**src/include/bp_config.svh**
```systemverilog
`ifndef BP_CONFIG_SVH
`define BP_CONFIG_SVH

// datapath
`define XLEN 32

// gshare global history length
`define HISLEN 4

// counter table size, power of two
`define BHT_ENTRIES 16

// return stack entries
`define RAS_DEPTH 4

// fetch trap bus layout
`define TRAP_LEN 16
`define TRAP_INST_ADDR_MISALIGNED 0
`define TRAP_INST_ACCESS_FAULT 1
`define TRAP_INST_PAGE_FAULT 12

`endif
```
**src/logic/bp_pkg.sv**
```systemverilog
package bp_pkg;

  // predecode result, what the fetched word means for the next pc
  typedef enum logic [1:0] {
    KIND_NONE   = 2'd0,  // sequential
    KIND_JAL    = 2'd1,  // direct jump
    KIND_RET    = 2'd2,  // jalr used as return
    KIND_BRANCH = 2'd3   // conditional branch
  } inst_kind_e;

  // rv32i major opcodes
  typedef enum logic [6:0] {
    OP_LOAD     = 7'b0000011,
    OP_MISC_MEM = 7'b0001111,
    OP_IMM      = 7'b0010011,
    OP_AUIPC    = 7'b0010111,
    OP_STORE    = 7'b0100011,
    OP_REG      = 7'b0110011,
    OP_LUI      = 7'b0110111,
    OP_BRANCH   = 7'b1100011,
    OP_JALR     = 7'b1100111,
    OP_JAL      = 7'b1101111,
    OP_SYSTEM   = 7'b1110011
  } opcode_e;

endpackage

```
**src/logic/ifu.sv**
```systemverilog
`include "bp_config.svh"

module ifu (
  input  logic                 clk,
  input  logic                 reset_i,
  input  logic [`XLEN-1:0]     inst_addr_i,  // from pc register
  input  logic                 if_rdata_valid_i,  // low while memory is busy
  input  logic [`XLEN-1:0]     if_rdata_i,
  input  logic                 if_rdata_err_i,
  input  logic                 ex_branch_valid_i,
  input  logic                 ex_branch_taken_i,
  input  logic                 ex_pdt_true_i,
  input  logic [`XLEN-1:0]     ex_pc_i,
  input  logic [`HISLEN-1:0]   ex_history_i,  // history seen at fetch
  input  logic                 id_ras_push_valid_i,  // call seen in decode
  input  logic [`XLEN-1:0]     id_ras_push_data_i,
  input  logic                 ex_stall_valid_i,
  input  logic                 if_flush_i,
  output logic                 ram_stall_valid_if_o,
  output logic [`XLEN-1:0]     inst_addr_o,  // to if/id
  output logic [`XLEN-1:0]     inst_data_o,
  output logic [`TRAP_LEN-1:0] trap_bus_o,
  output logic [`XLEN-1:0]     bpu_pc_o,  // to pc register
  output logic                 bpu_pc_valid_o,
  output logic                 pdt_res_o,  // to ex
  output logic [`HISLEN-1:0]   history_o
);

  import bp_pkg::*;

  inst_kind_e       kind;
  logic [`XLEN-1:0] offset;
  logic [`XLEN-1:0] ras_top;
  logic             ras_empty;
  logic             ras_pop;
  logic             fetch_en;

  assign inst_addr_o          = inst_addr_i;
  assign inst_data_o          = if_rdata_i;
  assign ram_stall_valid_if_o = !if_rdata_valid_i;  // stall until data arrives

  // speculative state only moves on a live fetch
  assign fetch_en = if_rdata_valid_i && !if_flush_i && !ex_stall_valid_i && !reset_i;

  always_comb begin
    trap_bus_o = '0;
    trap_bus_o[`TRAP_INST_ADDR_MISALIGNED] = |inst_addr_i[1:0];
    trap_bus_o[`TRAP_INST_ACCESS_FAULT]    = if_rdata_err_i;
    trap_bus_o[`TRAP_INST_PAGE_FAULT]      = 1'b0;  // no mmu
  end

  inst_predecode i_predecode (
    .inst_i   (if_rdata_i),
    .kind_o   (kind),
    .offset_o (offset)
  );

  branch_predictor i_predictor (
    .clk               (clk),
    .reset_i           (reset_i),
    .fetch_en_i        (fetch_en),
    .pc_i              (inst_addr_i),
    .kind_i            (kind),
    .ex_branch_valid_i (ex_branch_valid_i),
    .ex_branch_taken_i (ex_branch_taken_i),
    .ex_pdt_true_i     (ex_pdt_true_i),
    .ex_pc_i           (ex_pc_i),
    .ex_history_i      (ex_history_i),
    .pdt_res_o         (pdt_res_o),
    .history_o         (history_o)
  );

  return_stack i_ras (
    .clk         (clk),
    .reset_i     (reset_i),
    .push_i      (id_ras_push_valid_i),
    .push_data_i (id_ras_push_data_i),
    .pop_i       (ras_pop),
    .top_o       (ras_top),
    .empty_o     (ras_empty)
  );

  next_pc_select i_next_pc (
    .fetch_en_i     (fetch_en),
    .pc_i           (inst_addr_i),
    .kind_i         (kind),
    .offset_i       (offset),
    .pdt_res_i      (pdt_res_o),
    .ras_top_i      (ras_top),
    .ras_empty_i    (ras_empty),
    .bpu_pc_o       (bpu_pc_o),
    .bpu_pc_valid_o (bpu_pc_valid_o),
    .ras_pop_o      (ras_pop)
  );

endmodule

```
**src/logic/next_pc_select.sv**
```systemverilog
`include "bp_config.svh"

module next_pc_select (
  input  logic               fetch_en_i,
  input  logic [`XLEN-1:0]   pc_i,
  input  bp_pkg::inst_kind_e kind_i,
  input  logic [`XLEN-1:0]   offset_i,
  input  logic               pdt_res_i,
  input  logic [`XLEN-1:0]   ras_top_i,
  input  logic               ras_empty_i,
  output logic [`XLEN-1:0]   bpu_pc_o,
  output logic               bpu_pc_valid_o,
  output logic               ras_pop_o
);

  import bp_pkg::*;

  logic             redirect;
  logic [`XLEN-1:0] pc_rel;

  assign pc_rel = pc_i + offset_i;

  always_comb begin
    redirect = 1'b0;
    bpu_pc_o = pc_i + `XLEN'd4;  // sequential when nothing is predicted
    case (kind_i)
      KIND_JAL: begin
        redirect = 1'b1;
        bpu_pc_o = pc_rel;
      end
      KIND_BRANCH: begin
        redirect = pdt_res_i;
        if (pdt_res_i) begin
          bpu_pc_o = pc_rel;
        end
      end
      KIND_RET: begin
        redirect = !ras_empty_i;
        if (!ras_empty_i) begin
          bpu_pc_o = ras_top_i;
        end
      end
      default: redirect = 1'b0;
    endcase
  end

  assign bpu_pc_valid_o = fetch_en_i && redirect;
  assign ras_pop_o      = fetch_en_i && (kind_i == KIND_RET) && !ras_empty_i;

endmodule

```
**src/logic/return_stack.sv**
```systemverilog
`include "bp_config.svh"

module return_stack (
  input  logic             clk,
  input  logic             reset_i,
  input  logic             push_i,
  input  logic [`XLEN-1:0] push_data_i,
  input  logic             pop_i,
  output logic [`XLEN-1:0] top_o,
  output logic             empty_o
);

  localparam int PTR_W = $clog2(`RAS_DEPTH);
  localparam int CNT_W = $clog2(`RAS_DEPTH + 1);

  logic [`XLEN-1:0] stack_mem [`RAS_DEPTH];
  logic [PTR_W-1:0] ptr_q;  // index of the top entry
  logic [CNT_W-1:0] count_q;
  logic [PTR_W-1:0] ptr_inc;
  logic [PTR_W-1:0] ptr_dec;
  logic             do_pop;

  // circular wrap, works for non power of two depth too
  assign ptr_inc = (ptr_q == PTR_W'(`RAS_DEPTH - 1)) ? '0 : ptr_q + 1'b1;
  assign ptr_dec = (ptr_q == '0) ? PTR_W'(`RAS_DEPTH - 1) : ptr_q - 1'b1;

  assign do_pop  = pop_i && (count_q != '0);  // pop on empty is dropped
  assign empty_o = (count_q == '0);
  assign top_o   = stack_mem[ptr_q];

  always_ff @(posedge clk) begin
    if (reset_i) begin
      ptr_q   <= '0;
      count_q <= '0;
    end else if (push_i && do_pop) begin
      stack_mem[ptr_q] <= push_data_i;  // replace top, depth unchanged
    end else if (push_i) begin
      stack_mem[ptr_inc] <= push_data_i;  // full stack drops its oldest entry
      ptr_q              <= ptr_inc;
      if (count_q != CNT_W'(`RAS_DEPTH)) begin
        count_q <= count_q + 1'b1;
      end
    end else if (do_pop) begin
      ptr_q   <= ptr_dec;
      count_q <= count_q - 1'b1;
    end
  end

endmodule

```
**src/logic/branch_predictor.sv**
```systemverilog
`include "bp_config.svh"

module branch_predictor (
  input  logic               clk,
  input  logic               reset_i,
  input  logic               fetch_en_i,
  input  logic [`XLEN-1:0]   pc_i,
  input  bp_pkg::inst_kind_e kind_i,
  input  logic               ex_branch_valid_i,
  input  logic               ex_branch_taken_i,
  input  logic               ex_pdt_true_i,
  input  logic [`XLEN-1:0]   ex_pc_i,
  input  logic [`HISLEN-1:0] ex_history_i,
  output logic               pdt_res_o,
  output logic [`HISLEN-1:0] history_o
);

  import bp_pkg::*;

  localparam int IDX_W = $clog2(`BHT_ENTRIES);

  logic [1:0]         bht_q [`BHT_ENTRIES];
  logic [`HISLEN-1:0] history_q;
  logic [IDX_W-1:0]   rd_idx;
  logic [IDX_W-1:0]   wr_idx;
  logic [1:0]         wr_cnt;
  logic [1:0]         wr_cnt_next;
  logic               spec_shift;
  logic               repair;

  // gshare index, word address bits xor history
  assign rd_idx = pc_i[IDX_W+1:2] ^ IDX_W'(history_q);
  assign wr_idx = ex_pc_i[IDX_W+1:2] ^ IDX_W'(ex_history_i);  // history used at fetch

  assign pdt_res_o = bht_q[rd_idx][1];  // msb is the direction
  assign history_o = history_q;

  assign spec_shift = fetch_en_i && (kind_i == KIND_BRANCH);
  assign repair     = ex_branch_valid_i && !ex_pdt_true_i;

  assign wr_cnt = bht_q[wr_idx];

  // saturating 2-bit counter
  always_comb begin
    wr_cnt_next = wr_cnt;
    if (ex_branch_taken_i && wr_cnt != 2'b11) begin
      wr_cnt_next = wr_cnt + 2'd1;
    end else if (!ex_branch_taken_i && wr_cnt != 2'b00) begin
      wr_cnt_next = wr_cnt - 2'd1;
    end
  end

  always_ff @(posedge clk) begin
    if (reset_i) begin
      for (int i = 0; i < `BHT_ENTRIES; i++) begin
        bht_q[i] <= 2'b01;  // weakly not taken
      end
    end else if (ex_branch_valid_i) begin
      bht_q[wr_idx] <= wr_cnt_next;
    end
  end

  always_ff @(posedge clk) begin
    if (reset_i) begin
      history_q <= '0;
    end else if (repair) begin
      // mispredict, rebuild from the history the branch saw
      history_q <= {ex_history_i[`HISLEN-2:0], ex_branch_taken_i};
    end else if (spec_shift) begin
      history_q <= {history_q[`HISLEN-2:0], pdt_res_o};  // speculative
    end
  end

endmodule

```
**src/logic/inst_predecode.sv**
```systemverilog
`include "bp_config.svh"

module inst_predecode (
  input  logic [`XLEN-1:0]   inst_i,
  output bp_pkg::inst_kind_e kind_o,
  output logic [`XLEN-1:0]   offset_o
);

  import bp_pkg::*;

  opcode_e          opcode;
  logic [4:0]       rd;
  logic [4:0]       rs1;
  logic             link_rs1;
  logic [`XLEN-1:0] imm_j;
  logic [`XLEN-1:0] imm_b;

  assign opcode   = opcode_e'(inst_i[6:0]);
  assign rd       = inst_i[11:7];
  assign rs1      = inst_i[19:15];
  assign link_rs1 = (rs1 == 5'd1) || (rs1 == 5'd5);  // ra or t0

  // j-type immediate, bit 0 always zero
  assign imm_j = {{(`XLEN-20){inst_i[31]}}, inst_i[19:12], inst_i[20],
                  inst_i[30:21], 1'b0};

  // b-type immediate
  assign imm_b = {{(`XLEN-12){inst_i[31]}}, inst_i[7], inst_i[30:25],
                  inst_i[11:8], 1'b0};

  always_comb begin
    kind_o   = KIND_NONE;
    offset_o = '0;
    case (opcode)
      OP_JAL: begin
        kind_o   = KIND_JAL;
        offset_o = imm_j;
      end
      OP_JALR: begin
        // only returns are predicted, target comes from the stack
        if (rd == 5'd0 && link_rs1) begin
          kind_o = KIND_RET;
        end
      end
      OP_BRANCH: begin
        kind_o   = KIND_BRANCH;
        offset_o = imm_b;
      end
      default: begin
        kind_o   = KIND_NONE;  // everything else falls through
        offset_o = '0;
      end
    endcase
  end

endmodule

```
**config.mk**
```make
export PLATFORM = sky130hd
export DESIGN_NAME = ifu
export DESIGN_NICKNAME = d
export VERILOG_FILES = /design/src/logic/bp_pkg.sv /design/src/logic/ifu.sv /design/src/logic/next_pc_select.sv /design/src/logic/return_stack.sv /design/src/logic/branch_predictor.sv /design/src/logic/inst_predecode.sv
export VERILOG_INCLUDE_DIRS = /design/src /design/src/include
export SDC_FILE = /design/constraint.sdc
export NUM_CORES = 1
export LEC_CHECK = 0
export ABC_CLOCK_PERIOD_IN_PS = 4500
export BUFFER_PORTS_ARGS = -buffer_cell sky130_fd_sc_hd__buf_2
export CAP_MARGIN = 20
export CORE_MARGIN = 3
export CORE_UTILIZATION = 49
export DETAILED_ROUTE_END_ITERATION = 10
export GPL_TIMING_DRIVEN = 0
export PLACE_DENSITY = 0.79
export RECOVER_POWER = 100
export SYNTH_ARGS = -nofsm -noshare
export SYNTH_HDL_FRONTEND = slang
export SYNTH_SLANG_ARGS = --single-unit
```
**constraint.sdc**
```tcl
create_clock -name clk -period 4.5 [get_ports clk]
set_input_delay 0.225 -clock clk [delete_from_list [all_inputs] [get_ports clk]]
set_output_delay 0.225 -clock clk [all_outputs]
set_load 0.005 [all_outputs]
```
# == Yosys cells after proc, flatten, opt, wreduce, memory -nomap -nowiden ==
# Memory sizes are Yosys's and may differ from the RTL's. A register that Yosys moved wholly into a read port is not among the register bits.
# Cells that the tools add are included.
# totals
ff_bits,9
latchBits,0
mem_bits_rw,160
rom_bits,0
wordCells,99
n_memories,2
# op_classes
addsub,8
multipliers,0
div,0
n_lt_le_gt_ge,0
eq_ne,12
shift,0
muxes,38
n_bitwise,3
reduce_logical,33
# memory_table
name,depth,width,rd,rd_ports_with_merged_regs,write_ports,line,source
i_ras.stack_mem,4,32,1,1,1,return_stack.sv:16,logic [`XLEN-1:0] stack_mem [`RAS_DEPTH];
i_predictor.bht_q,16,2,2,0,16,branch_predictor.sv:22,logic [1:0] bht_q [`BHT_ENTRIES];
# ops
operator,count
two-way mux 32 bit,3
one-hot mux 32 bit (3 select lines),1
one-hot mux 32 bit (2 select lines),1
adder 32 x 3 -> 32 bit (second input constant),1
adder 32 bit,1
OR reduction 32 bit,1
two-way mux 2 bit,11
== test 7 bit (second input constant),3
two-way mux 1 bit,14
logical AND 1 bit,13
two-way mux 4 bit,3
two-way mux 3 bit,3
XOR 4 bit,2
zero test 1 bit,7
== test 2 bit (second input constant),3
one-hot mux 2 bit (3 select lines),1
nonzero test 2 bit,3
== test 5 x 1 -> 1 bit (second input constant),1
== test 5 x 3 -> 1 bit (second input constant),1
zero test 5 bit,1
adder 2 x 1 -> 2 bit (second input constant),2
OR reduction 2 bit,2
subtractor 2 x 1 -> 2 bit (second input constant),2
adder 3 x 1 -> 3 bit (second input constant),1
other kinds (13),13

# == Logic depth before layout (Yosys ltp) ==
# Gate-level depths: netlist of the first run.
# logic_depth
depth_word,15
ltp_mapped,17
depth_no_buf,16

# == Cells and area by module ==
# From an unflattened synthesis of the first run, not the netlist that was laid out.
# hier_totals
hier_cells,989
hier_area_um2,11119.4
# modules_own_cells
module,n_inst,cells_per_inst,area_each_um2
return_stack,1,217,5091.1
next_pc_select,1,428,2851.5
branch_predictor,1,201,2194.6
ifu,1,83,621.8
inst_predecode,1,60,360.3

# == Least setup slack after synthesis of the first run ==
# Ideal clock, no wire load.
# synth_timing
path_type,input -> register
from,input port if_rdata_i[10]
to,memory i_ras.stack_mem[3][0] (netlist bit) (enable)
arrival_time_ns,3.980
t_required_ns,4.079
setup_slack_ns,0.100
cell_stages,11
n_path_buf,1
path_cell_list,or4b_2 > nor4_1 > nand3_1 > nor2_1 > clkbuf_1 > nand2_1 > ha_1 > nor2b_1 > nor2_1 > a21oi_1 > nor2_1
# synth_via
elab_chain_cells,14
elab_cells_between_ends,18
# synth_rtl
item,line,source
start: declaration,ifu.sv:8,"input logic [`XLEN-1:0] if_rdata_i,"
zero test 5 bit (*),inst_predecode.sv:41,if (rd == 5'd0 && link_rs1) begin
logical AND 1 bit (*),inst_predecode.sv:41,
two-way mux 2 bit (*),inst_predecode.sv:41,
one-hot mux 2 bit (3 select lines) (*),inst_predecode.sv:34,case (opcode)
== test 2 bit (*),next_pc_select.sv:48,assign ras_pop_o = fetch_en_i && (kind_i == KIND_RET) && !ras_empty_i;
logical AND 1 bit (*) (2 in a row),next_pc_select.sv:48,
logical AND 1 bit (*),return_stack.sv:27,assign do_pop = pop_i && (count_q != '0);
logical AND 1 bit (*),return_stack.sv:35,end else if (push_i && do_pop) begin
two-way mux 1 bit,return_stack.sv:35,
two-way mux 1 bit,return_stack.sv:32,if (reset_i) begin
two-way mux 1 bit (implied by the code),return_stack.sv:38,stack_mem[ptr_inc] <= push_data_i;
OR reduction 32 bit (no source line),-,
two-way mux 2 bit (no source line) / two-way mux 1 bit (equally long branches),-,
end: declaration,return_stack.sv:16,
# Mark *: on every way between the ends. The rest lies on a longest branch, timed or not.

# == Worst setup path after layout of the first run ==
# layout_timing
from,input port if_rdata_i[1]
to,output port bpu_pc_o[31]
# layout_via
elab_chain_cells,5
elab_cells_between_ends,11
# layout_rtl
item,line,source
== test 7 bit,inst_predecode.sv:34,
one-hot mux 32 bit (2 select lines),inst_predecode.sv:34,
adder 32 bit,next_pc_select.sv:21,assign pc_rel = pc_i + offset_i;
two-way mux 32 bit,next_pc_select.sv:33,if (pdt_res_i) begin
one-hot mux 32 bit (3 select lines) (*),next_pc_select.sv:26,case (kind_i)
end: declaration,ifu.sv:23,"output logic [`XLEN-1:0] bpu_pc_o,"
# Marks and branches as above.

==> impl_results.md, run 1 <==
- Via count: 8176
- Main synth FF type: edfxtp_1
- DRC viols: 0
- Worst path arrival time: 4250 ps
- Initial antenna violation count: 3
- Outcome: finished clean
- Synth Register Bits: 171
- Layout cells sized above 1: 0.274
- Most common cell after layout, fill and taps aside: edfxtp_1
- CP startpoint kind: input pin
- CTS H-tree depth: 4
- CP endpoint kind: output port
- Overflow left after global routing: 0
- Core ar.: 0.0206 mm2
- DPL Wire Length: 23.1 mm
- Tcrit/Tclk final: 0.995
- Syn_area_per_cell: 11.8 um2
- Least-Margin Pin Slew: 953 ps
- RD Place Congestion: 0.974
- Distinct cells, synth: 64
- Synthesized cell area: 0.0104 mm2
- Wirelength per Cell: 20.8 um
- Final setup TNS: 0 ps
- Setup-failing EPs final: 0
- Fillers: 1618
- Starting Density: 0.507
- CTS buffer count: 17
- Buffers on Ports: 217
- Worst-path clk slew: 70 ps
- Die area: 0.0230 mm2
- Vias per cell: 5.66
- Max cap viols: 0
- All-Layer GR Usage: 0.255
- Hold Violations, Final: 0
- First-pass GRT wire length: 46.2 mm
- Chip height: 152 um
- I/O pins: 261
- Worst-path fanout max: 9
- CTS max path bufs: 2
- Crit path time final: 4480 ps
- HP Class: in2reg
- LEAKAGE: 4.91 nW
- Yosys warning count: 0
- Fmax: 223 MHz
- Slew Limit Fails: 0
- Hold Path Depth: 1
- Largest net degree at the start of global routing: 22
- Asr flop ratio synth: 0
- EDFF count, synth: 160
- Max Clock Skew: 14.2 ps
- Critical path data required time: 4280 ps
- Synth Instances: 886
- Core Util, Final: 0.624
- Worst Reg2Reg Path Length in Cells: 10
- Most frequent cells in the layout: 160 x edfxtp_1, 122 x clkbuf_1, 114 x buf_2
- Max VDD drop: 0.365 mV
- Post-DRT Antenna Nets: 0
- Nets: 1344
- Power Dens Cells: 312 mW/mm2
- Clock root cell: clkbuf_16
- Die width: 152 um
- Rows: 52
- Part of the Yosys area used for sequential elements: 0.482
- Initial DRC Count: 659
- Vias in the first global route: 8192
- Crit Path Class: in2out
- First-pass detailed-route iteration total: 5
- Worst rel slew slack: 0.365
- Area grow syn2layout: 23.0%
- Skew-Pair Late Insertion Delay: 420 ps
- Final WL: 30.1 mm
- CTS tree: done
- Total clock sinks: 171
-- synth_stat cells (all sizes together) (5+ instances only) --
master  instances  area (um2)
xor2           33         297
xnor2          37         324
o211ai          8        60.1
mux2i          11         110
nand3          31         155
dfxtp          11         220
mux4           45        1010
nor2           59         221
nand2b         21         131
and2           11        68.8
edfxtp        160        4800
a22o            6        52.6
nor2b           5        38.8
clkbuf         20        75.1
and3            8        55.1
nand2          90         338
buf            84         613
a22oi          15         113
nand4          10        62.6
inv            17        63.8
ha             38         475
a21o           15         114
o21a            7        52.6
nor3            5        25.0
a21oi          36         184
o21ai          39         195
a211oi          6        45.0
-- layer usage --
metal	part of all wire	GRT usage	up-vias
met5	0.0014	0	-
met4	0.029	0.0933	6
met3	0.098	0.0765	60
met2	0.50	0.430	416
met1	0.38	0.313	3884
li1	-	-	3810
-- metrics by stage --
stage | instances | hold WS (ps) | setup slack, ps | cell area (um2) | power, mW
2_1_floorplan | 899 | 324 | 99.5 | 10500 | 2.28
6_report | 1445 | 56.0 | 21.4 | 12800 | 4.00
3_5_place_dp | 1391 | 444 | -642 | 12000 | 2.58
3_3_place_gp | 1386 | 438 | -1530 | 11900 | 2.55
4_1_cts | 1433 | 1.30 | 0.822 | 12800 | 4.02
5_1_grt | 1444 | 58.2 | -26.3 | 12800 | 4.16
-- logic make-up after synthesis --
group | after synthesis | synth area share
other | 1 | 0.000360
xor gates and xnor gates | 70 | 0.0596
and+or+nand+nor | 264 | 0.123
DFF | 171 | 0.482
AOI/OAI and AO/OA | 161 | 0.103
muxes | 58 | 0.110
adders and majority gates | 40 | 0.0495
buffers and inverters | 121 | 0.0722
-- sequential cells by signal (all words and copies together) (netlist names), named ones only --
signal,flops
i_predictor.bht_q,32
i_ras.count_q,3
i_ras.ptr_q,2
i_ras.stack_mem,128
i_predictor.history_o,4
-- critical path, cell delays in order --
cell,delay (ps)
buf_2,130
and4b_1,210
and2_4,150
and3_4,200
or2_4,300
and2_1,180
ha_1,320
o21a_1,120
o31a_1,140
or4b_4,550
a21oi_4,150
and3_4,220
o31ai_4,70
o41a_1,400
or4_1,520
a31o_1,220
buf_2,140
-- layout make-up --
class,instances,area [um2],share of cell area
timing repair buffer,245,1280,0.0998
tap,270,338,0.0264
inverter,17,67.6,0.00527
clock buffer,18,429,0.0335
sequential,171,5020,0.392
buffer,103,687,0.0536
multi-input combinational,607,4840,0.377
antenna,1,2.50,0.000195
clock inverter,13,155,0.0121
-- final timing paths --
check                                            start                endpoint  slack, ps
worst min-delay path            id_ras_push_data_i[19]  i_ras.stack_mem[0][19]         60
worst max-delay path                     if_rdata_i[1]            bpu_pc_o[31]         20
worst max register to register        i_ras.count_q[1]   i_ras.stack_mem[0][9]        910
worst min register to register        i_ras.count_q[1]        i_ras.count_q[1]        550
-- power breakdown --
group	switching, mW	total (mW)	internal [mW]
registers	0.0270	1.83	1.80
logic	0.416	0.727	0.312
clock network	0.612	1.44	0.831
total	1.05	4.00	2.94
-- repair_timing --
action | 4_1_cts | 5_1_grt
cloned | 0 | 0
hold endpoints to repair | 21 | 4
setup buffers | 6 | 10
endpoints found under the setup margin | 6 | 2
resized for setup | 13 | 15
pin swaps | 4 | 15
hold buffers | 6 | 1
Note: power is estimated with default switching activity, not from simulation.
==> inputs of run 2 (changes only) <==
--- a/config.mk
+++ b/config.mk
@@ -6,14 +6,15 @@
 export SDC_FILE = /design/constraint.sdc
 export NUM_CORES = 1
 export LEC_CHECK = 0
+export ABC_AREA = 1
 export ABC_CLOCK_PERIOD_IN_PS = 4500
 export BUFFER_PORTS_ARGS = -buffer_cell sky130_fd_sc_hd__buf_2
 export CAP_MARGIN = 20
 export CORE_MARGIN = 3
-export CORE_UTILIZATION = 49
+export CORE_UTILIZATION = 51
 export DETAILED_ROUTE_END_ITERATION = 10
 export GPL_TIMING_DRIVEN = 0
-export PLACE_DENSITY = 0.79
+export PLACE_DENSITY = 0.8
 export RECOVER_POWER = 100
 export SYNTH_ARGS = -nofsm -noshare
 export SYNTH_HDL_FRONTEND = slang
==> run 2 against run 1 <==
  * Clock power barely moved
  * Power is 5.8% higher
  * Global-route usage is 7.2 points higher
  * Hold slack lost 5.5 ps
  * Core utilization shrank 1.1 points
  * Wire length up 48%
  * Via count up 56%
  * Critical path type unchanged
  * Non-clock buffer count shrank 5
  * Maximum frequency up 11%
  * Worst setup slack better by 430 ps
==> impl_results.md, run 2 <==
- Vias per cell: 5.53 (was 5.66)
- Rows: 56 (was 52)
- Setup Fix Bufs, Post-CTS: 0 (was 6)
- R2R setup slack: 530 ps (was 910 ps)
- Reg power frac: 0.431 (was 0.457)
- Tcrit/Tclk final: 0.899 (was 0.995)
- Total power: 4.23 mW (was 4.00 mW)
- Core Util, Final: 0.612 (was 0.624)
- DPL Wire Length: 35.7 mm (was 23.1 mm)
- Buffers on Ports: 216 (was 217)
- Combinational Power Share: 0.225 (was 0.182)
- Most common cell after layout, fill and taps aside: nand2_1 (was edfxtp_1)
- Die area: 0.0267 mm2 (was 0.0230 mm2)
- HP Class: in2reg (unchanged)
- Dpl ws: 269 ps (was -642 ps)
- All-Layer GR Usage: 0.327 (was 0.255)
- Layout cells sized above 1: 0.129 (was 0.274)
- Max Clock Skew: 16.0 ps (was 14.2 ps)
- Design Area, Final: 0.0146 mm2 (was 0.0128 mm2)
- Power Internal: 2.85 mW (was 2.94 mW)
- Worst reg2reg path startpoint: i_ras.count_q[0] (was i_ras.count_q[1])
- LEAKAGE: 6.61 nW (was 4.91 nW)
- Power Dens Cells: 289 mW/mm2 (was 312 mW/mm2)
- Crit path to: bpu_pc_o[29] (was bpu_pc_o[31])
- Max cap viols: 0 (unchanged)
- RSZ-0062 raised after global routing: false
- CTS H-tree depth: 4 (unchanged)
- Most frequent cells in the layout: 500 x nand2_1, 224 x inv_1, 192 x nor2_1 (was 160 x edfxtp_1, 122 x clkbuf_1, 114 x buf_2)
- Synth Instances: 1715 (was 886)
- Asr flop ratio synth: 0 (unchanged)
- Clock root cell: clkbuf_16 (unchanged)
- WHS: 50.5 ps (was 56.0 ps)
- Worst path arrival time: 3820 ps (was 4250 ps)
- Setup-failing EPs final: 0 (unchanged)
- Main synth FF type: edfxtp_1 (unchanged)
- Starting Density: 0.528 (was 0.507)
- Slew Limit Fails: 0 (unchanged)
- Outcome: finished clean (unchanged)
- CP startpoint kind: input pin (unchanged)
- Via count: 12732 (was 8176)
- Fillers: 2231 (was 1618)
- Post-synth top area share: 0.381 (was 0.461)
- DRC viols: 0 (unchanged)
- CTS tree: done (unchanged)
- Crit Path Class: in2out (unchanged)
- Sw Pwr: 1.37 mW (was 1.05 mW)
- Hold Violations, Final: 0 (unchanged)
- Post-route setup slack: 455 ps (was 21.4 ps)
- I/O pins: 261 (unchanged)
- Final WL: 44.7 mm (was 30.1 mm)
- Clock power frac: 0.344 (was 0.361)
- EDFF count, synth: 160 (unchanged)
- Max VDD drop: 0.330 mV (was 0.365 mV)
- Most used cell, CP: nand2_1
- Chip height: 163 um (was 152 um)
- Distinct cells, synth: 47 (was 64)
- Crit path time final: 4050 ps (was 4480 ps)
- Overflow left after global routing: 0 (unchanged)
- Skew-Pair Late Insertion Delay: 430 ps (was 420 ps)
- CTS buffer count: 17 (unchanged)
- Part of the Yosys area used for sequential elements: 0.398 (was 0.482)
- RD Place Congestion: 0.976 (was 0.974)
- Setup crit start: if_rdata_i[5] (was if_rdata_i[1])
- Worst-path fanout max: 10 (was 9)
- Reg2reg end: i_ras.stack_mem[0][28] (was i_ras.stack_mem[0][9])
- Commonest cells post-synth: 493 x nand2_1, 221 x inv_1, 192 x nor2_1 (was 160 x edfxtp_1, 90 x nand2_1, 79 x buf_4)
- Total clock sinks: 171 (unchanged)
- Post-DP Area: 0.0143 mm2 (was 0.0120 mm2)
- Largest net degree at the start of global routing: 31 (was 22)
- Area leader, netlist: edfxtp_1 (unchanged)
- Post-DRT Antenna Nets: 0 (unchanged)
- Most common cell in the netlist: nand2_1 (was edfxtp_1)
- Switching share of power: 0.325 (was 0.264)
- First-pass GRT wire length: 65.9 mm (was 46.2 mm)
- Vias in the first global route: 11514 (was 8192)
- CP endpoint kind: output port (unchanged)
- Area grow syn2layout: 15.9% (was 23.0%)
- Least-Margin Pin Slew: 1040 ps (was 953 ps)
- Syn_area_per_cell: 7.35 um2 (was 11.8 um2)
- Critical path data required time: 4280 ps (about the same)
- CP max stage delay: 390 ps (was 550 ps)
- CTS max path bufs: 2 (unchanged)
- Worst Reg2Reg Path Length in Cells: 14 (was 10)
- Nets: 2154 (was 1344)
- Top cells by area, synth: edfxtp_1 38%, nand2_1 15%, inv_1 6.6%, nand3_1 6.3%, nor2_1 5.7% (was edfxtp_1 46%, mux4_2 9.7%, buf_4 5.7%, ha_1 4.6%, nand2_1 3.2%)
- Core ar.: 0.0239 mm2 (was 0.0206 mm2)
- Initial DRC Count: 1326 (was 659)
- Die width: 163 um (was 152 um)
- Reg with most FFs: i_ras.stack_mem (unchanged)
- Synthesized cell area: 0.0126 mm2 (was 0.0104 mm2)
- First-pass detailed-route iteration total: 6 (was 5)
- Fmax: 247 MHz (was 223 MHz)
- Initial antenna violation count: 0 (was 3)
- Worst-path clk slew: 70 ps (about the same)
- # diodes: 0 (was 1)
- Worst rel slew slack: 0.305 (was 0.365)
- Wirelength per Cell: 19.4 um (was 20.8 um)
- Yosys warning count: 0 (unchanged)
- Crit-path slowest cell: fa_1 (was or4b_4)
- Synth Register Bits: 171 (unchanged)
- Largest register FFs: 128 (unchanged)
run 2: cell families (layout without fill, tap and decap cells):
| family | count (synthesis) | after routing | synth area share |
|---|---|---|---|
| buffers and inverters | 345 | 602 | 0.130 |
| DFF | 171 | 171 | 0.398 |
| adders and majority gates | 40 | 40 | 0.0409 |
| AOI/OAI and AO/OA | 159 | 159 | 0.0751 |
| xor gates and xnor gates | 37 | 37 | 0.0263 |
| other | 1 | 14 | 0.000297 |
| and+or+nand+nor | 962 | 962 | 0.329 |
run 2: power by group through the flow:
| stage | Sequential, mW | Combinational [mW] | Clock (mW) |
|---|---|---|---|
| after floorplan | 1.85 | 0.582 | 0 |
| after CTS | 1.82 | 0.977 | 1.46 |
| after global routing | 1.83 | 1.03 | 1.53 |
| after global placement | 1.86 | 0.939 | 0 |
| after detailed placement | 1.86 | 0.969 | 0 |
| final | 1.82 | 0.951 | 1.46 |
run 2: worst min-delay path by stage:
stage	start	to	cells past startpoint
final	id_ras_push_data_i[5]	i_ras.stack_mem[1][5]	1
after global routing	id_ras_push_data_i[21]	i_ras.stack_mem[3][21]	1
after CTS	id_ras_push_data_i[31]	i_ras.stack_mem[0][31]	1
after detailed placement	id_ras_push_data_i[25]	i_ras.stack_mem[2][25]	1
after global placement	id_ras_push_data_i[26]	i_ras.stack_mem[3][26]	1
after floorplan	id_ras_push_data_i[0]	i_ras.stack_mem[0][0]	0
run 2: worst max-delay path, delay by kind of cell:
| family | cells | cell delay (ps) |
|---|---|---|
| AND/OR/NAND/NOR | 16 | 1800 |
| buffers and inverters | 6 | 980 |
| AO/OA/AOI/OAI | 1 | 130 |
| adder cells (fa/ha/maj) | 2 | 680 |
run 2: per-layer routing:
metal  routed length, um  share of wire  GRT usage
met1               18600           0.42      0.457
met2               20100           0.45      0.525
met3                4230          0.095     0.0426
met4                1700          0.038      0.116
met5                   0              0          0
run 2: area by class of cell:
class                           count  area [um2]  share of cell area
Inverter                          227         852              0.0583
Multi-Input combinational cell   1212        5960               0.408
Clock buffer                       18         439              0.0300
Tap cell                          319         399              0.0273
Buffer                            118         768              0.0525
Sequential cell                   171        5020               0.344
Clock inverter                     14         146              0.0100
Timing Repair Buffer              225        1030              0.0707
run 2: per-stage QoR:
stage | cells | TNS [ps]
global placement | 2263 | -85090
finish | 2304 | 0
CTS | 2303 | 0
detailed placement | 2267 | 0
floorplan | 1728 | 0
global route | 2304 | 0
run 2: what timing repair did:
| action | 4_1_cts | 5_1_grt |
|---|---|---|
| endpoints found under the setup margin | 0 | 4 |
| hold buffers | 4 | 0 |
| resized for setup | 0 | 3 |
| endpoints found under the hold margin | 12 | 0 |
